--- src/hdl/lotrCfgPkg.sv ---
//----------------------------------------------------------
// Ring node configuration
// Field widths, id sizes and request buffer depth
//----------------------------------------------------------
package lotrCfgPkg;

    // Address and data fields, one word each
    localparam int DATA_W = 32;

    // Requestor identity parts
    localparam int CORE_ID_W   = 8;
    localparam int THREAD_ID_W = 2;

    // Core id in the upper bits, thread id in the lower bits
    localparam int REQUESTOR_W = CORE_ID_W + THREAD_ID_W;

    //----------------------------------------------------------
    // Local request buffer
    //----------------------------------------------------------
    localparam int REQ_FIFO_DEPTH = 4;
    // Pointer width for the depth above
    localparam int REQ_FIFO_PTR_W = 2;

endpackage

--- src/hdl/lotrPkg.sv ---
//----------------------------------------------------------
// Ring message format
// Opcodes, slot winner codes, ring message and core structs
//----------------------------------------------------------
package lotrPkg;
    import lotrCfgPkg::*;

    // Message opcodes, only the two responses are ejected
    typedef enum logic [1:0] {
        RD     = 2'b00,
        WR     = 2'b01,
        RD_RSP = 2'b10,
        WR_RSP = 2'b11
    } tOpcode;

    // Source that took the ring slot this cycle
    typedef enum logic [1:0] {
        IDLE    = 2'b00,
        FORWARD = 2'b01,
        EJECT   = 2'b10,
        INSERT  = 2'b11
    } tWinner;

    //----------------------------------------------------------
    // Ring slot contents, also the buffer entry
    //----------------------------------------------------------
    typedef struct packed {
        logic                   valid;
        tOpcode                 opcode;
        // Upper bits core id, lower bits thread id
        logic [REQUESTOR_W-1:0] requestor;
        logic [DATA_W-1:0]      address;
        logic [DATA_W-1:0]      data;
    } tRingMsg;

    // Core to node request
    typedef struct packed {
        logic                   valid;
        tOpcode                 opcode;
        logic [DATA_W-1:0]      address;
        logic [DATA_W-1:0]      data;
        logic [THREAD_ID_W-1:0] threadId;
    } tCoreReq;

    // Node to core response
    typedef struct packed {
        logic                   valid;
        tOpcode                 opcode;
        logic [DATA_W-1:0]      data;
        logic [THREAD_ID_W-1:0] threadId;
    } tCoreRsp;

endpackage

--- src/hdl/c2fRequest.sv ---
//----------------------------------------------------------
// Core to fabric request stage
// Registers a core request and tags it with the requestor id
// made of this node's core id and the issuing thread id
//----------------------------------------------------------
`timescale 1ns/1ps

module c2fRequest
    import lotrCfgPkg::*;
    import lotrPkg::*;
(
    // General
    input  logic                 QClk,
    input  logic                 reset,
    input  logic [CORE_ID_W-1:0] coreId,

    // From core
    input  tCoreReq              coreReq,

    // To request buffer, valid is the push strobe
    output tRingMsg              fifoWrite
);

    // Tagged message before the register
    tRingMsg reqMsg;

    //----------------------------------------------------------
    // Message build
    //----------------------------------------------------------
    always_comb begin
        reqMsg.valid     = coreReq.valid;
        reqMsg.opcode    = coreReq.opcode;
        // Who asked travels with the message
        reqMsg.requestor = {coreId, coreReq.threadId};
        reqMsg.address   = coreReq.address;
        reqMsg.data      = coreReq.data;
    end

    //----------------------------------------------------------
    // Request register, one cycle to the buffer
    //----------------------------------------------------------
    always_ff @(posedge QClk) begin
        // Payload taken every cycle
        fifoWrite <= reqMsg;
        // Only the strobe is cleared
        if (reset) begin
            fifoWrite.valid <= 1'b0;
        end
    end

endmodule

--- src/hdl/ringNode.sv ---
//----------------------------------------------------------
// Ring node top
// Request stage, local request buffer and ring stop
//----------------------------------------------------------
`timescale 1ns/1ps

module ringNode
    import lotrCfgPkg::*;
    import lotrPkg::*;
(
    // General
    input  logic                 QClk,
    input  logic                 reset,
    input  logic [CORE_ID_W-1:0] coreId,

    // Core side
    input  tCoreReq              coreReq,
    output logic                 coreStall,
    output tCoreRsp              coreRsp,

    // Ring side
    input  tRingMsg              ringIn,
    output tRingMsg              ringOut,

    // Debug
    output tWinner               slotWinner
);

    // Request stage to buffer
    tRingMsg fifoWrite;
    // Buffer to ring stop
    tRingMsg fifoHead;
    logic    fifoPop;

    // Tag and register core requests
    c2fRequest u_c2fRequest (
        .QClk      (QClk),
        .reset     (reset),
        .coreId    (coreId),
        .coreReq   (coreReq),
        .fifoWrite (fifoWrite)
    );

    // Full level is the core stall
    ringReqFifo u_ringReqFifo (
        .QClk      (QClk),
        .reset     (reset),
        .fifoWrite (fifoWrite),
        .fifoPop   (fifoPop),
        .fifoHead  (fifoHead),
        .fifoFull  (coreStall)
    );

    // Ring slot owner
    ringStop u_ringStop (
        .QClk       (QClk),
        .reset      (reset),
        .coreId     (coreId),
        .ringIn     (ringIn),
        .fifoHead   (fifoHead),
        .fifoPop    (fifoPop),
        .ringOut    (ringOut),
        .coreRsp    (coreRsp),
        .slotWinner (slotWinner)
    );

endmodule

--- src/hdl/ringReqFifo.sv ---
//----------------------------------------------------------
// Local ring request buffer
// Circular FIFO holding requests until a ring slot is free
//----------------------------------------------------------
`timescale 1ns/1ps

module ringReqFifo
    import lotrCfgPkg::*;
    import lotrPkg::*;
(
    input  logic    QClk,
    input  logic    reset,

    // Push side, valid is the push strobe
    input  tRingMsg fifoWrite,

    // Pop side, head valid means not empty
    input  logic    fifoPop,
    output tRingMsg fifoHead,
    output logic    fifoFull
);

    // Entry storage
    tRingMsg                  mem [REQ_FIFO_DEPTH];

    logic [REQ_FIFO_PTR_W-1:0] wrPtr;
    logic [REQ_FIFO_PTR_W-1:0] rdPtr;
    // One extra bit to hold the full count
    logic [REQ_FIFO_PTR_W:0]   count;

    logic                      notEmpty;
    logic                      push;
    logic                      pop;

    // Status
    assign notEmpty = (count != '0);
    assign fifoFull = (count == (REQ_FIFO_PTR_W+1)'(REQ_FIFO_DEPTH));

    // Push while full is dropped
    assign push = fifoWrite.valid && !fifoFull;
    assign pop  = fifoPop && notEmpty;

    //----------------------------------------------------------
    // Pointers and occupancy
    //----------------------------------------------------------
    always_ff @(posedge QClk) begin
        if (reset) begin
            wrPtr <= '0;
            rdPtr <= '0;
            count <= '0;
        end else begin
            if (push) begin
                wrPtr <= (wrPtr == REQ_FIFO_PTR_W'(REQ_FIFO_DEPTH-1)) ? '0 : wrPtr + 1'b1;
            end
            if (pop) begin
                rdPtr <= (rdPtr == REQ_FIFO_PTR_W'(REQ_FIFO_DEPTH-1)) ? '0 : rdPtr + 1'b1;
            end
            // Push and pop together leave the count alone
            case ({push, pop})
                2'b10:   count <= count + 1'b1;
                2'b01:   count <= count - 1'b1;
                default: count <= count;
            endcase
        end
    end

    // Storage write
    always_ff @(posedge QClk) begin
        if (push) begin
            mem[wrPtr] <= fifoWrite;
        end
    end

    // Head seen the cycle after its push
    always_comb begin
        fifoHead       = mem[rdPtr];
        fifoHead.valid = notEmpty;
    end

endmodule

--- src/hdl/ringStop.sv ---
//----------------------------------------------------------
// Ring stop
// Ejects responses for this core, forwards passing traffic
// and inserts the oldest local request into a free slot
//----------------------------------------------------------
`timescale 1ns/1ps

module ringStop
    import lotrCfgPkg::*;
    import lotrPkg::*;
(
    // General
    input  logic                 QClk,
    input  logic                 reset,
    input  logic [CORE_ID_W-1:0] coreId,

    // Ring upstream
    input  tRingMsg              ringIn,

    // Local request buffer
    input  tRingMsg              fifoHead,
    output logic                 fifoPop,

    // Ring downstream and core response
    output tRingMsg              ringOut,
    output tCoreRsp              coreRsp,

    // Debug view of the slot decision
    output tWinner               slotWinner
);

    logic    isRsp;
    logic    idMatch;
    logic    rspMatch;
    tWinner  winner;
    tRingMsg nextOut;
    tCoreRsp nextRsp;

    //----------------------------------------------------------
    // Incoming message decode
    //----------------------------------------------------------
    assign isRsp    = (ringIn.opcode == RD_RSP) || (ringIn.opcode == WR_RSP);
    // Core id sits in the upper requestor bits
    assign idMatch  = (ringIn.requestor[REQUESTOR_W-1:THREAD_ID_W] == coreId);
    assign rspMatch = ringIn.valid && isRsp && idMatch;

    //----------------------------------------------------------
    // Slot decision
    //----------------------------------------------------------
    always_comb begin
        if (ringIn.valid && !rspMatch) begin
            // Passing traffic always keeps the slot
            winner = FORWARD;
        end else if (fifoHead.valid) begin
            // Free slot, including one freed by an eject
            winner = INSERT;
        end else if (rspMatch) begin
            winner = EJECT;
        end else begin
            winner = IDLE;
        end
    end

    assign slotWinner = winner;
    // Head leaves the buffer on the same edge it is sent
    assign fifoPop    = (winner == INSERT);

    // Next ring slot contents
    always_comb begin
        case (winner)
            FORWARD: nextOut = ringIn;
            INSERT:  nextOut = fifoHead;
            default: nextOut = '0;
        endcase
    end

    // Next core response, thread id from low requestor bits
    always_comb begin
        nextRsp.valid    = rspMatch;
        nextRsp.opcode   = ringIn.opcode;
        nextRsp.data     = ringIn.data;
        nextRsp.threadId = ringIn.requestor[THREAD_ID_W-1:0];
    end

    //----------------------------------------------------------
    // Output registers, one cycle through the stop
    //----------------------------------------------------------
    always_ff @(posedge QClk) begin
        ringOut <= nextOut;
        coreRsp <= nextRsp;
        if (reset) begin
            ringOut.valid <= 1'b0;
            coreRsp.valid <= 1'b0;
        end
    end

endmodule

--- config.mk ---
export PLATFORM = sky130hd
export DESIGN_NAME = ringNode
export DESIGN_NICKNAME = d
export VERILOG_FILES = /design/src/hdl/lotrCfgPkg.sv /design/src/hdl/lotrPkg.sv /design/src/hdl/c2fRequest.sv /design/src/hdl/ringNode.sv /design/src/hdl/ringReqFifo.sv /design/src/hdl/ringStop.sv
export SDC_FILE = /design/constraint.sdc
export NUM_CORES = 1
export LEC_CHECK = 0
export BUFFER_PORTS_ARGS = -buffer_cell sky130_fd_sc_hd__buf_2
export CAP_MARGIN = 20
export CORE_MARGIN = 3
export CORE_UTILIZATION = 56
export DETAILED_ROUTE_END_ITERATION = 7
export PLACE_DENSITY_LB_ADDON = 0.25
export REMOVE_ABC_BUFFERS = 1
export SLEW_MARGIN = 40
export SYNTH_ARGS = -nofsm -noshare
export SYNTH_HDL_FRONTEND = slang
export SYNTH_HIERARCHICAL = 1
export SYNTH_SLANG_ARGS = --single-unit
--- constraint.sdc ---
create_clock -name QClk -period 3.1 [get_ports QClk]
set_input_delay 0.155 -clock QClk [delete_from_list [all_inputs] [get_ports QClk]]
set_output_delay 0.155 -clock QClk [all_outputs]
set_load 0.005 [all_outputs]
== Yosys cells after proc, flatten, opt, wreduce, memory -nomap -nowiden ==
Memories as Yosys holds them, arrays and structs flattened. A register that Yosys moved wholly into a read port is not among the register bits.
Cells that the tools add are included.

* Flip-flop bits (word level): 198
* Logic and storage cells: 53
* Memories kept: 1
* Memory bits (writable): 308
* Output and inout port bits: 117
* Bits in read-only memories: 0
* Input bits: 156
* Bits in latches: 0

* Magnitude comparators: 0
* Bitwise logic cells: 0
* Shifts and indexed selects: 0
* Reductions and logical operators: 10
* $mul: 0
* Add/subtract/negate cells: 4
* Div/mod/pow operators: 0
* Mux-type cells: 11
* Eq/ne operators: 10

{| class="wikitable"
|+ Memory list
! name !! words !! width !! read ports !! clocked after Yosys merged registers in !! wr ports !! line !! RTL
|-
| u_ringReqFifo.mem || 4 || 77 || 1 || 1 || 1 || ringReqFifo.sv:24 || <nowiki>tRingMsg mem [REQ_FIFO_DEPTH];</nowiki>
|}

{| class="wikitable"
|+ Operators with widths
! operator !! count
|-
| one-hot mux 77 bit (2 select lines) || 1
|-
| 2-to-1 mux 2 bit || 7
|-
| == test 2 bit (second input constant) || 6
|-
| == test 8 bit || 1
|-
| one-hot mux 3 bit (2 select lines) || 1
|-
| logical AND 1 bit || 5
|-
| adder 2 x 1 -> 2 bit (second input constant) || 2
|-
| == test 2 x 1 -> 1 bit (second input constant) || 2
|-
| adder 3 x 1 -> 3 bit (second input constant) || 1
|-
| == test 3 bit (second input constant) || 1
|-
| nonzero test 3 bit || 1
|-
| subtractor 3 x 1 -> 3 bit (second input constant) || 1
|-
| logical NOT 1 bit || 2
|-
| 2-to-1 mux 1 bit || 2
|-
| nonzero test 2 bit || 1
|-
| logical OR 1 bit || 1
|}

== Logic depth before layout (Yosys ltp) ==
* Word-level depth: 11
* Depth in mapped cells: 14
* Mapped depth without buffers: 12

== By module ==
The synthesis kept the hierarchy.

{| class="wikitable"
|+ By module, submodules not included
! module !! area an instance (um^2) !! sequential area each (um^2) !! cells an instance !! times used
|-
| ringReqFifo || 11521.0 || 9308.9 || 452 || 1
|-
| ringStop || 3856.2 || 2282.2 || 379 || 1
|-
| c2fRequest || 1555.2 || 1541.5 || 78 || 1
|}

== Least setup slack after synthesis ==
Ideal clock, no wire load.

* Path kind: reg2reg
* Start: register u_ringReqFifo.count[0]
* End: register u_ringReqFifo.count[2]
* Stages on the path, launching flop included: 14
* Data arrival time: 2.611 ns
* Setup time: 0.070 ns
* Data required time: 3.030 ns
* Clock period less this slack: 2.681 ns
* Slack: 0.419 ns
* Path buffers: 3
* Path through: dfxtp_1 -> or3_2 -> buf_4 -> clkbuf_1 -> clkbuf_1 -> nor2b_1 -> o31ai_1 -> inv_1 -> ha_1 -> inv_1 -> fa_1 -> xor2_1 -> or3_2 -> a21oi_1

* Word-level cells in the longest chain between the ends: 7
* Elaborated cells on any way between the ends: 14
* Classes of those cells: add/sub (2); eq/ne (4); mux (3); reduce/logical (5)

{| class="wikitable"
|+ Ends and longest elaborated chain
! element !! line !! RTL
|-
| from (decl) || ringReqFifo.sv:29 || <nowiki>logic [REQ_FIFO_PTR_W:0] count;</nowiki>
|-
| from (signal assigned) || ringReqFifo.sv:60 || <nowiki>2'b10: count <= count + 1'b1;</nowiki>
|-
| from (signal assigned) || ringReqFifo.sv:61 || <nowiki>2'b01: count <= count - 1'b1;</nowiki>
|-
| from (signal assigned) || ringReqFifo.sv:62 || <nowiki>default: count <= count;</nowiki>
|-
| nonzero test 3 bit (*) || ringReqFifo.sv:36 || <nowiki>assign notEmpty = (count != '0);</nowiki>
|-
| named net u_ringReqFifo.notEmpty || ringReqFifo.sv:31 || <nowiki>logic notEmpty;</nowiki>
|-
| 2-to-1 mux 2 bit (*) || ringStop.sv:54 || <nowiki>end else if (fifoHead.valid) begin</nowiki>
|-
| 2-to-1 mux 2 bit (*) || ringStop.sv:51 || <nowiki>if (ringIn.valid && !rspMatch) begin</nowiki>
|-
| == test 2 bit (*) || ringStop.sv:66 || <nowiki>assign fifoPop = (winner == INSERT);</nowiki>
|-
| named net fifoPop || ringNode.sv:33 || <nowiki>logic fifoPop;</nowiki>
|-
| logical AND 1 bit (*) || ringReqFifo.sv:41 || <nowiki>assign pop = fifoPop && notEmpty;</nowiki>
|-
| named net u_ringReqFifo.pop || ringReqFifo.sv:33 || <nowiki>logic pop;</nowiki>
|-
| == test 2 x 1 -> 1 bit or == test 2 bit (tied branches) || ringReqFifo.sv:59 || <nowiki>case ({push, pop})</nowiki>
|-
| one-hot mux 3 bit (2 select lines) or nonzero test 2 bit (tied branches) || - ||
|}

The timed path passes the listed nets; every way through them passes the cells marked *.
A chain may end at the register's enable or synchronous reset.

== Worst setup path after layout ==
* Start: input coreId[4]
* End: register u_ringReqFifo.count[2]

* Word-level cells in the longest chain between the ends: 9
* Elaborated cells on any way between the ends: 13
* Classes of those cells: eq/ne (4); mux (4); reduce/logical (5)

{| class="wikitable"
|+ Ends and longest elaborated chain
! element !! line !! RTL
|-
| from (decl) || ringNode.sv:14 || <nowiki>input logic [CORE_ID_W-1:0] coreId,</nowiki>
|-
| == test 8 bit (*) || ringStop.sv:44 || <nowiki>assign idMatch = (ringIn.requestor[REQUESTOR_W-1:THREAD_ID_W] == coreId);</nowiki>
|-
| logical AND 1 bit (*) || ringStop.sv:45 || <nowiki>assign rspMatch = ringIn.valid && isRsp && idMatch;</nowiki>
|-
| 2-to-1 mux 2 bit or logical NOT 1 bit (tied branches) || ringStop.sv:57, ringStop.sv:51 ||
|-
| 2-to-1 mux 2 bit or logical AND 1 bit (tied branches) || ringStop.sv:54, ringStop.sv:51 ||
|-
| 2-to-1 mux 2 bit (*) || ringStop.sv:51 ||
|-
| == test 2 bit (*) || ringStop.sv:66 ||
|-
| named net fifoPop || ringNode.sv:33 ||
|-
| logical AND 1 bit (*) || ringReqFifo.sv:41 ||
|-
| named net u_ringReqFifo.pop || ringReqFifo.sv:33 ||
|-
| == test 2 x 1 -> 1 bit or == test 2 bit (tied branches) || ringReqFifo.sv:59 ||
|-
| one-hot mux 3 bit (2 select lines) or nonzero test 2 bit (tied branches) || - ||
|}

Marked as above.

==> key figures <==
Critical path
  – Critical Path Source Type: primary input
  – Most common cell on crit path: sky130_fd_sc_hd__inv_1
  – CP arrival: between 3 and 4 ns
  – Capturing element type of the critical path: flop
  – Critical-path cell list: dlygate4sd3_1, buf_2, xnor2_1, nand4_1, o31a_2, nor2b_1, o31ai_1, inv_1, ha_1, inv_1, fa_1, xor2_1, or3_2, a21oi_1
  – R2R setup slack: 0.52 ns
  – Cell type of the slowest stage on the worst timing path: sky130_fd_sc_hd__dlygate4sd3_1
  – Worst Path Max Fanout: 4
  – Slowest stage delay, CP: between 0.5 and 0.6 ns
  – Required time of the critical path: 3.57 ns
  – Kind of critical path: in2reg

STA
  – Minimum hold slack: 0.239 ns
  – Final worst path period share: 91.9%
  – Setup Skew: 0.0138 ns
  – Final Max Tran Viols: 0
  – Fmax achieved: around 350 MHz
  – Relative slew slack: 26.7%
  – RSZ-0062 raised after global routing: no
  – Final hold violation count: 0
  – Measured slew at the worst slew-check pin: about 1.1 ns
  – Fin Setup TNS: 0 ns
  – Number of failing setup endpoints in the final timing report: 0
  – Worst-case setup margin in the final layout: between 0.2 and 0.3 ns
  – Final worst path period need: 2.85 ns

Placement
  – Number of buffer cells added on primary ports: 272
  – DP Cell Count: 1552
  – Post-place instance area: 0.0187 mm²
  – RePlAce Congestion: about 0.7
  – Estimated wirelength of the detail-placed design: 18.9 mm
  – Post-place setup slack: 0.243 ns

Floorplan
  – Die Height: 180 µm
  – Area of the die: 0.0324 mm²
  – Number of rows created at floorplan: 63
  – Placeable core region: 0.0297 mm²
  – Horiz. Die Dim: 180 µm
  – Ports placed on the boundary: roughly 270
  – Starting Density: 57.0%

Cells and area
  – Highest-count cells in the layout ignoring fill and taps: sky130_fd_sc_hd__edfxtp_1, sky130_fd_sc_hd__buf_2, sky130_fd_sc_hd__dfxtp_1, sky130_fd_sc_hd__dlygate4sd3_1, sky130_fd_sc_hd__inv_1
  – Util after Layout: approximately 73%
  – Share of final-layout standard cells stronger than drive strength 1: 31.5%
  – Commonest non-fill, non-tap cell in the layout: sky130_fd_sc_hd__edfxtp_1
  – Count of placed standard cells in the final layout, fillers left out: 1799
  – Area added between synthesis and finish: 28.8%
  – Fillers: approximately 1700
  – Final instance area: 0.0218 mm²
  – Number of nets in the finished design: 1531

Synthesis
  – Flop and latch count out of synthesis: 504
  – EDFF count, synth: 304
  – Synthesized netlist cell count: 909
  – Mapped Area: approximately 0.017 mm²
  – Synth async-reset ratio: 0%
  – Most used flip-flop cell after synthesis: sky130_fd_sc_hd__edfxtp_1
  – Cell type with the largest total area after synthesis: sky130_fd_sc_hd__edfxtp_1
  – Part of the Yosys area used for sequential elements: 77.6%
  – Yosys warns: 6
  – Count of different cell masters after synthesis: 38
  – Largest cells by area after synthesis: sky130_fd_sc_hd__edfxtp_1, sky130_fd_sc_hd__dfxtp_1, sky130_fd_sc_hd__mux4_2, sky130_fd_sc_hd__mux2i_1, sky130_fd_sc_hd__inv_1
  – Mean instance size in the synthesized netlist: 18.6 µm²
  – Post-synth top area share: 53.9%

CTS
  – Root buffer cell: sky130_fd_sc_hd__clkbuf_16
  – Clock Sink Count: a little over 500
  – Number of gates resized after cts: 0
  – Maximum level of the CTS H-tree: 2
  – Insertion delay of the later-clocked pin in the worst-skew pair: 0.55 ns
  – Clock-pin slew of the registers on the worst-case setup and hold paths: 0.06 ns
  – Clock tree from TritonCTS: done
  – Number of clock buffers inserted by TritonCTS: 48
  – Bufs on Longest Clock Path: 3

Drt
  – Number of antenna-violating nets in the routed design: 0
  – Per-cell routed wire length: 18.8 µm
  – Initial DRT Pass Iterations: 4
  – Overall routed net length: 33.8 mm
  – Drt initial violations: around 650
  – Via count: 9182
  – Number of remaining DRC errors: 0
  – Mean number of vias per cell: ~5.1

Power and ir drop
  – Total Power: about 14 mW
  – VDD IR max: between 0.4 and 0.5 mV
  – Leak: ~8.6 nW
  – Power density over the cells: 646 mW/mm²

Status
  – Outcome: finished, final reports clean

Global routing
  – Via count of the first global-routing pass: 10138
  – Overall Global Routing Usage: 20.9%
  – Met3 usage in global routing: between 4 and 5%
  – Number of antenna violations at the first check in global routing: 2
  – Met1 GRT Util: 26.6%
  – Largest net degree at the start of global routing: 60
  – Most congested layer reported by global routing: met2
  – Total grt overflow: 0
  – First-pass GRT wire length: 53.7 mm
  – Met2 track utilization from global routing: 36.8%

Min path
  – Worst min-delay path category: in2reg

Flow run
  – Max Cap Viol: 0
## worst max-delay path, delay by kind of cell
kind,cells,cell delay (ns)
buffers and inverters,4,0.80
AND/OR/NAND/NOR,3,0.76
AO/OA/AOI/OAI,3,0.70
adder cells (fa/ha/maj),2,0.56
XOR/XNOR,2,0.34
## final cells by class
type                    count  area (µm²)  area share (%)
clock inverters            15         128           0.585
diodes                      1        2.50          0.0115
clock buffers              75        1370            6.30
well taps                 390         488            2.24
multi-input cells         283        3210            14.7
repair buffers            447        3140            14.4
inverters                  84         315            1.45
flip-flops and latches    504       13100            60.3
## cells in the mapped netlist (3+ instances only)
| master | instances |
|---|---|
| sky130_fd_sc_hd__edfxtp_1 | 304 |
| sky130_fd_sc_hd__dfxtp_1 | 200 |
| sky130_fd_sc_hd__inv_1 | 84 |
| sky130_fd_sc_hd__nand2_1 | 77 |
| sky130_fd_sc_hd__mux2i_1 | 76 |
| sky130_fd_sc_hd__mux4_2 | 76 |
| sky130_fd_sc_hd__buf_2 | 11 |
| sky130_fd_sc_hd__clkbuf_1 | 10 |
| sky130_fd_sc_hd__xnor2_1 | 8 |
| sky130_fd_sc_hd__ha_1 | 6 |
| sky130_fd_sc_hd__buf_12 | 5 |
| sky130_fd_sc_hd__buf_6 | 5 |
| sky130_fd_sc_hd__nor2_1 | 5 |
| sky130_fd_sc_hd__a21oi_1 | 4 |
| sky130_fd_sc_hd__and3_2 | 4 |
| sky130_fd_sc_hd__buf_4 | 4 |
| sky130_fd_sc_hd__buf_1 | 3 |
## sequential cells by signal, indices dropped and copies added, names as in the netlist, named ones only
name and cells:
u_ringReqFifo/wrPtr 2, u_ringReqFifo/mem 304, u_ringStop/ringOut 77, u_c2fRequest/fifoWrite 77
u_ringReqFifo/count 3, u_ringReqFifo/rdPtr 2, u_ringStop/coreRsp 37
## cell families (layout without fill, tap and decap cells)
family	after synthesis	after routing	share of synthesized area (%)
flops	504	504	77.6
mux	152	152	14.6
buf+inv	122	621	3.58
simple gates	101	101	2.64
compound gates	13	13	0.547
xor+xnor	10	10	0.517
fa+ha+maj	7	7	0.562
other cells	0	1	0
## what timing repair did
action,4_1_cts,5_1_grt
endpoints found under the hold margin,199,0
endpoints found under the setup margin,0,2
buffers inserted,0,1
hold buffers,156,0
## metal layers
metal	up-vias	share of wire, %	wire length (µm)
li1	4250	-	-
met4	2	2.6	861
met5	-	0.039	13
met3	73	6.0	2020
met2	300	51	17200
met1	4557	40	13600
## path summary, 6_finish.rpt
check,endpoint,cells past startpoint,from
hold reg to reg,u_ringReqFifo/mem[2][40]$_DFFE_PP_,0,u_c2fRequest/fifoWrite[40]$_DFF_P_
setup reg to reg,u_ringReqFifo/count[2]$_SDFFE_PP0P_,9,u_ringReqFifo/count[2]$_SDFFE_PP0P_
hold / removal,u_c2fRequest/fifoWrite[61]$_DFF_P_,2,coreReq[63]
setup / recovery,u_ringReqFifo/count[2]$_SDFFE_PP0P_,14,coreId[4]
## power breakdown
group / total [mW] / internal (mW) / switching (mW)
Sequential: 7.52 / 7.40 / 0.120
Clock: 5.53 / 3.21 / 2.32
Combinational: 1.03 / 0.539 / 0.494
No activity file was read; power rests on OpenSTA's default activity.
